[src/hdl/lc4_pkg.sv]
package lc4_pkg;

    typedef logic [15:0] word_t;
    typedef logic [2:0]  reg_sel_t;
    typedef logic [2:0]  nzp_t;

    // condition codes, negative bit on top
    localparam nzp_t NZP_N = 3'b100;
    localparam nzp_t NZP_Z = 3'b010;
    localparam nzp_t NZP_P = 3'b001;

    localparam logic [3:0] OP_BR    = 4'b0000;
    localparam logic [3:0] OP_ARITH = 4'b0001;
    localparam logic [3:0] OP_LDR   = 4'b0110;
    localparam logic [3:0] OP_STR   = 4'b0111;
    localparam logic [3:0] OP_CONST = 4'b1001;

    // arith sub-ops; any sub-op with bit 2 set is add with imm5
    localparam logic [2:0] SUB_ADD = 3'b000;
    localparam logic [2:0] SUB_SUB = 3'b010;

    localparam word_t RESET_PC = 16'h8200;
    localparam int    NUM_REGS = 8;

    typedef union packed {
        struct packed {
            logic [3:0] opcode;
            reg_sel_t   rd;
            reg_sel_t   rs;
            logic [2:0] sub;
            reg_sel_t   rt;
        } rrr;
        struct packed {
            logic [3:0] opcode;
            reg_sel_t   rd;
            reg_sel_t   rs;
            logic [5:0] imm6;
        } mem;
        struct packed {
            logic [3:0] opcode;
            nzp_t       nzp;
            logic [8:0] imm9;
        } br;
    } lc4_insn_t;

    typedef enum logic [1:0] {
        ALU_ADD,
        ALU_SUB,
        ALU_PASS_IMM
    } alu_op_t;

    typedef struct packed {
        logic     valid;
        reg_sel_t rs_sel;
        reg_sel_t rt_sel;
        reg_sel_t rd_sel;
        logic     rs_re;
        logic     rt_re;
        logic     rf_we;
        logic     nzp_we;
        logic     is_load;
        logic     is_store;
        logic     is_branch;
        nzp_t     br_nzp;
        alu_op_t  alu_op;
        logic     use_imm;
        word_t    imm;
    } ctrl_t;

    typedef struct packed {
        logic  we;
        word_t addr;
        word_t wdata;
    } dmem_req_t;

    typedef struct packed {
        logic     valid;
        word_t    pc;
        word_t    insn;
        logic     rf_we;
        reg_sel_t wsel;
        word_t    wdata;
        nzp_t     nzp;
    } retire_t;

    // sign class of a 16-bit value
    function automatic nzp_t nzp_of(word_t value);
        return (value == '0) ? NZP_Z : (value[15] ? NZP_N : NZP_P);
    endfunction

endpackage

[src/hdl/fetch_unit.sv]
`timescale 1ns/100ps

module fetch_unit (
    input  logic           gwe,
    input  logic           i_arst_n,
    input  logic           i_stall,
    input  logic           i_redirect,
    input  lc4_pkg::word_t i_target,
    input  lc4_pkg::word_t i_imem_insn,
    output lc4_pkg::word_t o_imem_addr,
    output lc4_pkg::word_t o_fd_pc,
    output lc4_pkg::word_t o_fd_insn,
    output logic           o_fd_valid
);
    import lc4_pkg::*;

    word_t pc_q;

    assign o_imem_addr = pc_q;

    // a redirect wins over a stall, the stalled instruction is being flushed
    always_ff @(posedge gwe or negedge i_arst_n) begin
        if (!i_arst_n) begin
            pc_q       <= RESET_PC;
            o_fd_valid <= 1'b0;
        end else if (i_redirect) begin
            pc_q       <= i_target;
            o_fd_valid <= 1'b0;
        end else if (!i_stall) begin
            pc_q       <= pc_q + 16'd1;
            o_fd_valid <= 1'b1;
        end
    end

    always_ff @(posedge gwe) begin
        if (!i_stall) begin
            o_fd_pc   <= pc_q;
            o_fd_insn <= i_imem_insn;
        end
    end

endmodule

[src/hdl/regfile.sv]
`timescale 1ns/100ps

module regfile (
    input  logic              gwe,
    input  logic              i_arst_n,
    input  lc4_pkg::reg_sel_t i_rs_sel,
    input  lc4_pkg::reg_sel_t i_rt_sel,
    input  lc4_pkg::reg_sel_t i_wsel,
    input  logic              i_we,
    input  lc4_pkg::word_t    i_wdata,
    output lc4_pkg::word_t    o_rs_data,
    output lc4_pkg::word_t    o_rt_data
);
    import lc4_pkg::*;

    word_t regs [NUM_REGS];

    always_ff @(posedge gwe or negedge i_arst_n) begin
        if (!i_arst_n) begin
            for (int i = 0; i < NUM_REGS; i++) begin
                regs[i] <= '0;
            end
        end else if (i_we) begin
            regs[i_wsel] <= i_wdata;
        end
    end

    // same-cycle write is visible to the reader
    assign o_rs_data = (i_we && i_wsel == i_rs_sel) ? i_wdata : regs[i_rs_sel];
    assign o_rt_data = (i_we && i_wsel == i_rt_sel) ? i_wdata : regs[i_rt_sel];

endmodule

[src/hdl/decode_stage.sv]
`timescale 1ns/100ps

module decode_stage (
    input  logic              gwe,
    input  logic              i_arst_n,
    input  lc4_pkg::word_t    i_fd_pc,
    input  lc4_pkg::word_t    i_fd_insn,
    input  logic              i_fd_valid,
    input  logic              i_redirect,
    input  logic              i_wb_we,
    input  lc4_pkg::reg_sel_t i_wb_sel,
    input  lc4_pkg::word_t    i_wb_data,
    output logic              o_stall,
    output lc4_pkg::ctrl_t    o_dx_ctrl,
    output lc4_pkg::word_t    o_dx_pc,
    output lc4_pkg::word_t    o_dx_insn,
    output lc4_pkg::word_t    o_dx_rs,
    output lc4_pkg::word_t    o_dx_rt
);
    import lc4_pkg::*;

    lc4_insn_t insn;
    ctrl_t     ctrl;
    word_t     rs_data;
    word_t     rt_data;
    logic      rs_dep;
    logic      rt_dep;

    assign insn = i_fd_insn;

    always_comb begin
        ctrl        = '0;
        ctrl.rs_sel = insn.rrr.rs;
        ctrl.rt_sel = insn.rrr.rt;
        ctrl.rd_sel = insn.rrr.rd;
        case (insn.rrr.opcode)
            OP_BR: begin
                ctrl.is_branch = 1'b1;
                ctrl.br_nzp    = insn.br.nzp;
                ctrl.imm       = {{7{insn.br.imm9[8]}}, insn.br.imm9};
            end
            OP_ARITH: begin
                ctrl.rs_re   = insn.rrr.sub[2] || insn.rrr.sub == SUB_ADD ||
                               insn.rrr.sub == SUB_SUB;
                ctrl.rf_we   = ctrl.rs_re;
                ctrl.nzp_we  = ctrl.rs_re;
                ctrl.rt_re   = insn.rrr.sub == SUB_ADD || insn.rrr.sub == SUB_SUB;
                ctrl.use_imm = insn.rrr.sub[2];
                ctrl.alu_op  = (insn.rrr.sub == SUB_SUB) ? ALU_SUB : ALU_ADD;
                // imm5 sits in the low five bits
                ctrl.imm     = {{11{insn.rrr.sub[1]}}, insn.rrr.sub[1:0], insn.rrr.rt};
            end
            OP_LDR: begin
                ctrl.rs_re   = 1'b1;
                ctrl.rf_we   = 1'b1;
                ctrl.nzp_we  = 1'b1;
                ctrl.is_load = 1'b1;
                ctrl.use_imm = 1'b1;
                ctrl.imm     = {{10{insn.mem.imm6[5]}}, insn.mem.imm6};
            end
            OP_STR: begin
                // store data comes from the rd field
                ctrl.rt_sel   = insn.mem.rd;
                ctrl.rs_re    = 1'b1;
                ctrl.rt_re    = 1'b1;
                ctrl.is_store = 1'b1;
                ctrl.use_imm  = 1'b1;
                ctrl.imm      = {{10{insn.mem.imm6[5]}}, insn.mem.imm6};
            end
            OP_CONST: begin
                ctrl.rf_we   = 1'b1;
                ctrl.nzp_we  = 1'b1;
                ctrl.use_imm = 1'b1;
                ctrl.alu_op  = ALU_PASS_IMM;
                ctrl.imm     = {{7{insn.br.imm9[8]}}, insn.br.imm9};
            end
            default: begin
                // anything outside the subset retires with no effect
            end
        endcase
        ctrl.valid = 1'b1;
        if (!i_fd_valid) begin
            ctrl = '0;
        end
    end

    regfile regfile_i (
        .gwe      (gwe),
        .i_arst_n (i_arst_n),
        .i_rs_sel (ctrl.rs_sel),
        .i_rt_sel (ctrl.rt_sel),
        .i_wsel   (i_wb_sel),
        .i_we     (i_wb_we),
        .i_wdata  (i_wb_data),
        .o_rs_data(rs_data),
        .o_rt_data(rt_data)
    );

    // load in execute feeding this instruction, branches wait for the load nzp
    assign rs_dep  = ctrl.rs_re && ctrl.rs_sel == o_dx_ctrl.rd_sel;
    assign rt_dep  = ctrl.rt_re && ctrl.rt_sel == o_dx_ctrl.rd_sel;
    assign o_stall = o_dx_ctrl.is_load && (rs_dep || rt_dep || ctrl.is_branch);

    always_ff @(posedge gwe or negedge i_arst_n) begin
        if (!i_arst_n) begin
            o_dx_ctrl <= '0;
        end else if (o_stall || i_redirect) begin
            o_dx_ctrl <= '0;
        end else begin
            o_dx_ctrl <= ctrl;
        end
    end

    always_ff @(posedge gwe) begin
        o_dx_pc   <= i_fd_pc;
        o_dx_insn <= i_fd_insn;
        o_dx_rs   <= rs_data;
        o_dx_rt   <= rt_data;
    end

endmodule

[src/hdl/exec_stage.sv]
`timescale 1ns/100ps

module exec_stage (
    input  logic           gwe,
    input  logic           i_arst_n,
    input  lc4_pkg::ctrl_t i_dx_ctrl,
    input  lc4_pkg::word_t i_dx_pc,
    input  lc4_pkg::word_t i_dx_insn,
    input  lc4_pkg::word_t i_dx_rs,
    input  lc4_pkg::word_t i_dx_rt,
    input  lc4_pkg::ctrl_t i_m_ctrl,
    input  lc4_pkg::word_t i_m_result,
    input  lc4_pkg::ctrl_t i_w_ctrl,
    input  lc4_pkg::word_t i_w_data,
    input  logic           i_load_nzp_we,
    input  lc4_pkg::nzp_t  i_load_nzp,
    output logic           o_redirect,
    output lc4_pkg::word_t o_target,
    output lc4_pkg::ctrl_t o_xm_ctrl,
    output lc4_pkg::word_t o_xm_pc,
    output lc4_pkg::word_t o_xm_insn,
    output lc4_pkg::word_t o_xm_result,
    output lc4_pkg::word_t o_xm_store
);
    import lc4_pkg::*;

    word_t rs_val;
    word_t rt_val;
    word_t opnd_b;
    word_t result;
    nzp_t  nzp_q;

    // M beats W beats the register value; a load in M has no data yet
    function automatic word_t bypass(reg_sel_t sel, logic re, word_t rf_val,
                                     ctrl_t m_ctrl, word_t m_val,
                                     ctrl_t w_ctrl, word_t w_val);
        if (re && m_ctrl.rf_we && !m_ctrl.is_load && m_ctrl.rd_sel == sel) begin
            return m_val;
        end
        if (re && w_ctrl.rf_we && w_ctrl.rd_sel == sel) begin
            return w_val;
        end
        return rf_val;
    endfunction

    assign rs_val = bypass(i_dx_ctrl.rs_sel, i_dx_ctrl.rs_re, i_dx_rs,
                           i_m_ctrl, i_m_result, i_w_ctrl, i_w_data);
    assign rt_val = bypass(i_dx_ctrl.rt_sel, i_dx_ctrl.rt_re, i_dx_rt,
                           i_m_ctrl, i_m_result, i_w_ctrl, i_w_data);

    assign opnd_b = i_dx_ctrl.use_imm ? i_dx_ctrl.imm : rt_val;

    always_comb begin
        case (i_dx_ctrl.alu_op)
            ALU_ADD:      result = rs_val + opnd_b;
            ALU_SUB:      result = rs_val - opnd_b;
            ALU_PASS_IMM: result = i_dx_ctrl.imm;
            default:      result = '0;
        endcase
    end

    // the younger alu write in X wins over the load finishing in M
    always_ff @(posedge gwe or negedge i_arst_n) begin
        if (!i_arst_n) begin
            nzp_q <= NZP_Z;
        end else if (i_dx_ctrl.valid && i_dx_ctrl.nzp_we && !i_dx_ctrl.is_load) begin
            nzp_q <= nzp_of(result);
        end else if (i_load_nzp_we) begin
            nzp_q <= i_load_nzp;
        end
    end

    assign o_redirect = i_dx_ctrl.valid && i_dx_ctrl.is_branch &&
                        (i_dx_ctrl.br_nzp & nzp_q) != '0;
    assign o_target   = i_dx_pc + 16'd1 + i_dx_ctrl.imm;

    always_ff @(posedge gwe or negedge i_arst_n) begin
        if (!i_arst_n) begin
            o_xm_ctrl <= '0;
        end else begin
            o_xm_ctrl <= i_dx_ctrl;
        end
    end

    always_ff @(posedge gwe) begin
        o_xm_pc     <= i_dx_pc;
        o_xm_insn   <= i_dx_insn;
        o_xm_result <= result;
        o_xm_store  <= rt_val;
    end

endmodule

[src/hdl/mem_wb_stage.sv]
`timescale 1ns/100ps

module mem_wb_stage (
    input  logic               gwe,
    input  logic               i_arst_n,
    input  lc4_pkg::ctrl_t     i_xm_ctrl,
    input  lc4_pkg::word_t     i_xm_pc,
    input  lc4_pkg::word_t     i_xm_result,
    input  lc4_pkg::word_t     i_xm_store,
    input  lc4_pkg::word_t     i_xm_insn,
    input  lc4_pkg::word_t     i_dmem_rdata,
    output lc4_pkg::dmem_req_t o_dmem,
    output logic               o_load_nzp_we,
    output lc4_pkg::nzp_t      o_load_nzp,
    output lc4_pkg::ctrl_t     o_w_ctrl,
    output lc4_pkg::word_t     o_w_data,
    output lc4_pkg::retire_t   o_retire
);
    import lc4_pkg::*;

    word_t w_pc;
    word_t w_insn;
    word_t w_result;
    word_t w_rdata;

    // the address is the alu result, data was bypassed in execute
    assign o_dmem.we    = i_xm_ctrl.valid && i_xm_ctrl.is_store;
    assign o_dmem.addr  = i_xm_result;
    assign o_dmem.wdata = i_xm_store;

    assign o_load_nzp_we = i_xm_ctrl.valid && i_xm_ctrl.is_load;
    assign o_load_nzp    = nzp_of(i_dmem_rdata);

    always_ff @(posedge gwe or negedge i_arst_n) begin
        if (!i_arst_n) begin
            o_w_ctrl <= '0;
        end else begin
            o_w_ctrl <= i_xm_ctrl;
        end
    end

    always_ff @(posedge gwe) begin
        w_pc     <= i_xm_pc;
        w_insn   <= i_xm_insn;
        w_result <= i_xm_result;
        w_rdata  <= i_dmem_rdata;
    end

    assign o_w_data = o_w_ctrl.is_load ? w_rdata : w_result;

    assign o_retire.valid = o_w_ctrl.valid;
    assign o_retire.pc    = w_pc;
    assign o_retire.insn  = w_insn;
    assign o_retire.rf_we = o_w_ctrl.rf_we;
    assign o_retire.wsel  = o_w_ctrl.rd_sel;
    assign o_retire.wdata = o_w_data;
    assign o_retire.nzp   = nzp_of(o_w_data);

endmodule

[src/hdl/lc4_core.sv]
`timescale 1ns/100ps

module lc4_core (
    input  logic               gwe,
    input  logic               i_arst_n,
    input  lc4_pkg::word_t     i_imem_insn,
    input  lc4_pkg::word_t     i_dmem_rdata,
    output lc4_pkg::word_t     o_imem_addr,
    output lc4_pkg::dmem_req_t o_dmem,
    output lc4_pkg::retire_t   o_retire
);
    import lc4_pkg::*;

    // fetch/decode
    word_t fd_pc;
    word_t fd_insn;
    logic  fd_valid;
    logic  stall;
    logic  redirect;
    word_t target;

    // decode/execute
    ctrl_t dx_ctrl;
    word_t dx_pc;
    word_t dx_insn;
    word_t dx_rs;
    word_t dx_rt;

    // execute/memory
    ctrl_t xm_ctrl;
    word_t xm_pc;
    word_t xm_insn;
    word_t xm_result;
    word_t xm_store;

    // writeback and bypass
    logic  load_nzp_we;
    nzp_t  load_nzp;
    ctrl_t w_ctrl;
    word_t w_data;

    fetch_unit fetch_i (
        .gwe        (gwe),
        .i_arst_n   (i_arst_n),
        .i_stall    (stall),
        .i_redirect (redirect),
        .i_target   (target),
        .i_imem_insn(i_imem_insn),
        .o_imem_addr(o_imem_addr),
        .o_fd_pc    (fd_pc),
        .o_fd_insn  (fd_insn),
        .o_fd_valid (fd_valid)
    );

    decode_stage decode_i (
        .gwe       (gwe),
        .i_arst_n  (i_arst_n),
        .i_fd_pc   (fd_pc),
        .i_fd_insn (fd_insn),
        .i_fd_valid(fd_valid),
        .i_redirect(redirect),
        .i_wb_we   (w_ctrl.rf_we),
        .i_wb_sel  (w_ctrl.rd_sel),
        .i_wb_data (w_data),
        .o_stall   (stall),
        .o_dx_ctrl (dx_ctrl),
        .o_dx_pc   (dx_pc),
        .o_dx_insn (dx_insn),
        .o_dx_rs   (dx_rs),
        .o_dx_rt   (dx_rt)
    );

    exec_stage exec_i (
        .gwe          (gwe),
        .i_arst_n     (i_arst_n),
        .i_dx_ctrl    (dx_ctrl),
        .i_dx_pc      (dx_pc),
        .i_dx_insn    (dx_insn),
        .i_dx_rs      (dx_rs),
        .i_dx_rt      (dx_rt),
        .i_m_ctrl     (xm_ctrl),
        .i_m_result   (xm_result),
        .i_w_ctrl     (w_ctrl),
        .i_w_data     (w_data),
        .i_load_nzp_we(load_nzp_we),
        .i_load_nzp   (load_nzp),
        .o_redirect   (redirect),
        .o_target     (target),
        .o_xm_ctrl    (xm_ctrl),
        .o_xm_pc      (xm_pc),
        .o_xm_insn    (xm_insn),
        .o_xm_result  (xm_result),
        .o_xm_store   (xm_store)
    );

    mem_wb_stage mem_wb_i (
        .gwe          (gwe),
        .i_arst_n     (i_arst_n),
        .i_xm_ctrl    (xm_ctrl),
        .i_xm_pc      (xm_pc),
        .i_xm_result  (xm_result),
        .i_xm_store   (xm_store),
        .i_xm_insn    (xm_insn),
        .i_dmem_rdata (i_dmem_rdata),
        .o_dmem       (o_dmem),
        .o_load_nzp_we(load_nzp_we),
        .o_load_nzp   (load_nzp),
        .o_w_ctrl     (w_ctrl),
        .o_w_data     (w_data),
        .o_retire     (o_retire)
    );

endmodule

[config.mk]
export PLATFORM = sky130hd
export DESIGN_NAME = lc4_core
export DESIGN_NICKNAME = d
export VERILOG_FILES = /design/src/hdl/lc4_pkg.sv /design/src/hdl/fetch_unit.sv /design/src/hdl/regfile.sv /design/src/hdl/decode_stage.sv /design/src/hdl/exec_stage.sv /design/src/hdl/mem_wb_stage.sv /design/src/hdl/lc4_core.sv
export SDC_FILE = /design/constraint.sdc
export NUM_CORES = 1
export LEC_CHECK = 0
export ABC_AREA = 0
export ABC_CLOCK_PERIOD_IN_PS = 5800
export BUFFER_PORTS_ARGS = -buffer_cell sky130_fd_sc_hd__buf_4
export CORE_MARGIN = 4
export CORE_UTILIZATION = 30
export CTS_CLUSTER_DIAMETER = 60
export DETAILED_ROUTE_END_ITERATION = 8
export PLACE_DENSITY = 0.52
export SLEW_MARGIN = 20
export SYNTH_ARGS = -nofsm -noshare
export SYNTH_HDL_FRONTEND = slang
export SYNTH_SLANG_ARGS = --single-unit
[constraint.sdc]
create_clock -name gwe -period 5.8 [get_ports gwe]
set_clock_uncertainty 0.1 [all_clocks]
set_input_delay 0.87 -clock gwe [delete_from_list [all_inputs] [get_ports gwe]]
set_output_delay 0.87 -clock gwe [all_outputs]
set_load 0.01 [all_outputs]
-- Yosys cells after proc, flatten, opt, wreduce, memory -nomap -nowiden
Index checks and enable logic that the tools add are counted.
- flip-flop bits (word level): 424
- latch bits: 0
- bits in writable memories: 0
- bits in read-only memories: 0
- input bits: 34
- output and inout port bits: 105
- word-level logic and storage cells: 173
- memories: 0
- add/sub/neg operators: 5
- multipliers: 0
- div/mod/pow operators: 0
- $lt $le $gt $ge: 4
- equal/unequal tests: 16
- shift-type cells: 0
- multiplexer cells: 53
- bitwise operators: 4
- reduce and logical (&&, ||, !) cells: 42
- operator list (operator ; number):
    $mux W16 ; 19
    $bwmux W128 ; 1
    $bmux W16 S3 ; 2
    $pmux W16 S3 ; 2
    $mux W39 ; 2
    $demux W16 S3 ; 1
    $logic_not A16 Y1 ; 3
    $add A16 B1 Y16 const B ; 2
    $add A16 B16 Y16 ; 2
    $mux W3 ; 9
    $eq A3 B3 Y1 ; 8
    $logic_and A1 B1 Y1 ; 22
    $sub A16 B16 Y16 ; 1
    $ge A4 B4 Y1 const B ; 3
    $not A3 Y4 ; 3
    $mux W1 ; 11
    $eq A4 B3 Y1 const B ; 2
    $pmux W2 S2 ; 2
    $logic_or A1 B1 Y1 ; 6
    $pmux W1 S2 ; 3
    $reduce_or A2 Y1 ; 3
    $eq A4 B1 Y1 const B ; 1
    $eq A4 B4 Y1 const B ; 1
    $logic_not A4 Y1 ; 1
    13 further kinds ; 14

-- Depth between registers and ports, before layout
- word-level depth: 13
- gate-level depth with buffers: 23

-- Cells and area by module
Synthesis repeated with hierarchy kept, for this count alone.
- cell total of the unflattened synthesis: 1570
- area total of the unflattened synthesis: 20782.4 sq um
- by module, submodules not included (module ; instances ; cells each ; area an instance (sq um)):
    regfile ; 1 ; 452 ; 7508.5
    exec_stage ; 1 ; 563 ; 5457.7
    mem_wb_stage ; 1 ; 197 ; 3002.9
    decode_stage ; 1 ; 224 ; 2902.8
    fetch_unit ; 1 ; 134 ; 1910.6

-- Worst setup path before layout
No wires, ideal clock.
- path kind: reg-to-reg
- from: reg exec_i.o_xm_ctrl[29] (netlist name)
- to: reg exec_i.nzp_q[0]
- library setup time: 120 ps
- data arrival time: 4613 ps
- required time: 5580 ps
- setup slack: 966 ps
- stages on the path, launching flop included: 23
- clock period less this slack: 4834 ps
- cell sequence: dfrtp_1 -> xor2_1 -> nor4_4 -> buf_2 -> clkbuf_1 -> nand2_1 -> o21ai_0 -> nor2_1 -> a21o_1 -> ha_1 -> inv_1 -> nand2_1 -> xnor2_1 -> ha_1 -> nor2b_1 -> o31ai_1 -> a21oi_1 -> or3_1 -> a311o_1 -> nor4_1 -> and4_1 -> o211ai_1 -> a41o_1
- longest elaborated chain between the ends: 10
- elaborated cells between the ends (all ways): 16
- classes of those cells: add/sub: 2; eq/ne: 2; mux: 9; reduce/logical: 3
- RTL lines (element ; line ; text):
    start: declaration ; exec_stage.sv:19 ; output lc4_pkg::ctrl_t o_xm_ctrl,
    start signal: assignment ; exec_stage.sv:81 ; o_xm_ctrl <= i_dx_ctrl;
    $eq A3 B3 Y1 * ; exec_stage.sv:37 ; if (re && m_ctrl.rf_we && !m_ctrl.is_load && m_ctrl.rd_sel == sel) begin
    $logic_and A1 B1 Y1 * ; exec_stage.sv:37 ;
    $mux W1 * ; exec_stage.sv:37 ;
    $mux W16 * ; exec_stage.sv:40 ; if (re && w_ctrl.rf_we && w_ctrl.rd_sel == sel) begin
    named net exec_i.rt_val[0] ; exec_stage.sv:28 ; word_t rt_val;
    $mux W16 * ; exec_stage.sv:51 ; assign opnd_b = i_dx_ctrl.use_imm ? i_dx_ctrl.imm : rt_val;
    $sub A16 B16 Y16 or $add A16 B16 Y16 (tied branches) ; exec_stage.sv:56, exec_stage.sv:55 ;
    $pmux W16 S3 * ; exec_stage.sv:54 ; case (i_dx_ctrl.alu_op)
    $logic_not A16 Y1 or $mux W3 (tied branches) ; lc4_pkg.sv:88 ; return (value == '0) ? NZP_Z : (value[15] ? NZP_N : NZP_P);
    $mux W3 * ; lc4_pkg.sv:88 ;
    $mux W3 * ; exec_stage.sv:66 ; end else if (i_dx_ctrl.valid && i_dx_ctrl.nzp_we && !i_dx_ctrl.is_load) begin
    end signal: assignment ; exec_stage.sv:67 ; nzp_q <= nzp_of(result);
    end signal: assignment ; exec_stage.sv:69 ; nzp_q <= i_load_nzp;
    end: declaration ; exec_stage.sv:31 ; nzp_t nzp_q;
The timed path passes the listed nets; every way through them passes the cells marked *.
A chain may end at the register's enable or synchronous reset.

-- Worst setup path after layout
- from: reg mem_wb_i.o_w_ctrl, in the netlist mem_wb_i.o_retire[19]
- to: reg exec_i.nzp_q[0]
- longest elaborated chain between the ends: 12
- elaborated cells between the ends (all ways): 22
- classes of those cells: add/sub: 2; eq/ne: 2; mux: 15; reduce/logical: 3
- RTL lines (element ; line ; text):
    start: declaration ; mem_wb_stage.sv:15 ; output lc4_pkg::ctrl_t o_w_ctrl,
    start signal: assignment ; mem_wb_stage.sv:38 ; o_w_ctrl <= i_xm_ctrl;
    $eq A3 B3 Y1 * ; exec_stage.sv:40 ;
    $logic_and A1 B1 Y1 * ; exec_stage.sv:40 ;
    $mux W1 (2 in series) ; exec_stage.sv:40 ;
    $mux W16 * ; exec_stage.sv:43 ; return rf_val;
    $mux W16 * ; exec_stage.sv:40 ;
    named net exec_i.rt_val[1] ; exec_stage.sv:28 ;
    $mux W16 * ; exec_stage.sv:51 ;
    $sub A16 B16 Y16 or $add A16 B16 Y16 (tied branches) ; exec_stage.sv:56, exec_stage.sv:55 ;
    $pmux W16 S3 * ; exec_stage.sv:54 ;
    $logic_not A16 Y1 or $mux W3 (tied branches) ; lc4_pkg.sv:88 ;
    $mux W3 * ; lc4_pkg.sv:88 ;
    $mux W3 * ; exec_stage.sv:66 ;
The timed path passes the listed nets; every way through them passes the cells marked *. The select of a mux whose other input is x is not followed.

==> impl_metrics.yaml <==
run_status:
  run_status: "finished, final reports clean"
synth:
  synth_top_area_share_pct: 26.4
  synth_top_cells_by_area: "dfrtp_1 26%, dfxtp_1 21%, edfxtp_1 5.4%"
  synth_net_count: 1783
  synthesis.area_um2: 17900
  yosys_register_bits: 416
  synth_top_area_cell: "dfrtp_1"
  unique_cell_type_count_in_the_yosys_netlist: 79
  postSynth.asyncResetShare_pct: 46.2
  edff_count_synth: 32
  ys_warn_count: 0
  syn_area_per_cell_um2: 10.4
  synth.yosys.seq_area_share_pct: 53.7
  ys_dominant_reg_cell: "dfxtp_1"
  synthesis.instances: 1715
clocking:
  clock_insertion_delay_worst_skew_ns: 0.60
  cts_num_sinks: 416
  clock_buffer_depth: 3
  clock_tree_from_tritoncts: "built"
  postCtsSetupRepairBufs: 0
  cts.clk_slew.worst_paths_ns: 0.06
  htree_num_levels: 2
  cts_inserted_buffers: 47
  root_buffer: "clkbuf_16"
  cts.hold.buffers_added: 0
  cts_resized: 0
die:
  fp.coreArea_um2: 59000
  die_h_um: 252
  die_w_um: 252
  design.portCount: 139
  floorplan.initialDensity_pct: 30.3
  placementRows: 89
  fp.dieArea_um2: 63600
global_routing:
  maximum_number_of_pins_on_one_net_before_global_route_repair: 145
  grt_pass1_vias: 13245
  gr-total-overflow: 0
  grt_first_pass_wirelength_um: 82100
  grt_antenna_before_repair: 0
  grt_use_total_pct: 16.7
power_and_ir_drop:
  power_switching_share_pct: 33.9
  part_of_the_power_in_combinational_logic_pct: 30.5
  p_switching_mw: 3.77
  clkPwrFrac_pct: 29.9
  static-leakage-power_nw: 9.27
  seq_power_share_pct: 39.6
  cell_internal_pwr_mw: 7.33
  max-vdd-ir-drop_mv: 0.280
  power.density_cell_area_nw_per_um2: 513
finish:
  final_layout_size_suffix_gt1_share_pct: 19.5
  registers.top_by_ff_count: "decode_i.regfile_i.regs"
  registers_with_the_highest_flip_flop_counts: "decode_i.regfile_i.regs: 128 flops, decode_i.o_dx_ctrl: 31 flops"
  number_of_flip_flops_in_the_largest_register: 128
  num-nets-final: 1905
  areaGrowthSynthToFinish_pct: 20.9
  layout.cells.most_common: "nand2_1"
  layout_common_cells: "205 x nand2_1, 192 x dfxtp_1, 189 x dfrtp_1"
worst_setup_path:
  cp_slowest_cell: "dfrtp_1"
  cp_data_required_time_ns: 6.16
  cp_num_buf_inv: 2
  type_of_origin_of_the_critical_path: "flop"
  crit_path_max_fanout: 12
  timing.critical_path.to_type: "flop"
  criticalPathCategory: "reg -> reg"
  timing.critical_path.cells: "xnor2_2 -> nand4_1 -> buf_4 -> nor2_1 -> a21oi_1 -> o21ai_0 -> mux2i_1 -> ha_1 -> inv_1 -> nand2_1 -> xnor2_1 -> ha_1 -> nor2b_1 -> o31ai_1 -> a21oi_1 -> or3_1 -> a311o_1 -> nor4_1 -> and4_1 -> o211ai_1 -> a41o_1"
  timing.critical_path.max_delay_family: "compound AO/OA/AOI/OAI gates"
  timing.critical_path.arrival_ns: 5.72
  worst_path_largest_cell_delay_ns: 0.54
timing:
  min_period_over_period_pct: 92.5
  tightestPinTransition_ns: 1.01
  timing.fmax_ghz: 0.186
  finalHoldViolations: 0
  postLayoutSetupSlackWorst_ns: 0.434
  final_slew_viol_count: 0
  setup-violations-final: 0
  finalWorstPathRequiredPeriod_ns: 5.37
  finalSetupTns_ns: 0
  slew_headroom_pct: 32.9
  setup_repair_after_global_routing_missed_its_margin: "false"
detailed_routing:
  ant_nets: 0
  route.final.wire_length_um: 53900
  drt-initial-drc-count: 1121
  via_count_normalized_by_instance_count: 4.95
  tritonroute_pass_1_iters: 6
  vias: 13119
  drc: 0
  routed_wire_length_per_instance_um: 20.3
placement:
  routabilityCongestion: 0.837
  placement.setup.worst_slack_ns: 0.485
  port_buffers: 138
  place.detailed.hpwl_um: 36800
flow_run:
  drv.max_cap_violation_count: 0
worst_hold_path:
  min-delay-path-class: "in -> async"
==> through the flow <==
stage	area (um^2)	power (mW)	util [%]	hold slack (ns)	instances
2_1_floorplan	17900	6.39	-	0.210	1715
3_3_place_gp	19900	7.74	33.7	0.211	2561
3_5_place_dp	19900	7.80	33.7	0.212	2561
4_1_cts	21600	11.2	36.7	0.120	2649
5_1_grt	21600	11.8	36.7	0.140	2649
6_report	21600	11.1	36.7	0.129	2650
==> metal layers <==
| layer | wire length, um | global-route usage (%) |
|---|---|---|
| met1 | 24300 | 22.5 |
| met2 | 25200 | 27.3 |
| met3 | 2660 | 3.17 |
| met4 | 1720 | 5.28 |
| met5 | 0 | 0 |
==> kinds of logic (layout without fill, tap and decap cells) <==
family,Yosys count,count (layout),synth area share (%)
AND/OR/NAND/NOR,483,483,12.5
AO/OA/AOI/OAI,433,433,14.7
flip-flops,416,416,53.7
buffers and inverters,153,314,3.55
multiplexers,129,129,9.80
XOR/XNOR,67,67,3.32
adder cells (fa/ha/maj),34,34,2.46
other,0,1,0
==> worst paths after layout <==
kind / end / start / cells after the start / slack (ns)
max: exec_i.nzp_q[0]$_DFFE_PN0P_ / mem_wb_i.o_retire[19]$_DFF_PN0_ / 21 / 0.43
min in group gwe: mem_wb_i.w_pc[2]$_DFF_P_ / exec_i.o_xm_pc[2]$_DFF_P_ / 0 / 0.22
min: decode_i.regfile_i.regs[27]$_DFFE_PN0P_ / i_arst_n / 1 / 0.13
min reg2reg: mem_wb_i.w_pc[2]$_DFF_P_ / exec_i.o_xm_pc[2]$_DFF_P_ / 0 / 0.22
max reg2reg: exec_i.nzp_q[0]$_DFFE_PN0P_ / mem_wb_i.o_retire[19]$_DFF_PN0_ / 21 / 0.43
max in group asynchronous: fetch_i.o_imem_addr[14]$_DFFE_PN0P_ / i_arst_n / 2 / 4.27
==> final cells by class <==
class	count	area, um^2
inverters	39	146
diodes	1	2.50
fillers	5864	37400
clock buffers	62	1320
multi-input cells	1146	7730
well taps	773	967
repair buffers	187	1420
clock inverters	26	442
flip-flops and latches	416	9610
==> power groups by stage <==
stage	Combinational [mW]	Sequential, mW	Clock [mW]
finish	3.38	4.40	3.32
global route	3.76	4.50	3.51
CTS	3.37	4.40	3.40
detailed placement	3.36	4.44	0
global placement	3.32	4.42	0
floorplan	2.13	4.26	0
==> cell usage after synthesis (all sizes together), types with 4 or more instances <==
cell type / number
or2: 4
xor2: 33
a221o: 18
a21boi: 5
and4: 4
and2: 14
mux2i: 62
nor3: 22
ha: 32
nand4b: 5
nand3b: 4
a21o: 10
nor4: 13
nor2: 121
a22oi: 15
o31a: 5
inv: 39
o21a: 13
buf: 27
dfrtp: 189
nor3b: 7
o31ai: 8
or3: 9
o21ai: 168
edfxtp: 32
nand3: 14
and3: 19
or4: 5
o211ai: 4
xnor2: 34
dfxtp: 192
o22ai: 15
mux2: 34
a31oi: 9
a211oi: 14
nor2b: 17
nand2b: 9
clkbuf: 87
a21oi: 123
mux4: 33
nand4: 9
nand2: 205
No activity file was read; power rests on OpenSTA's default activity.
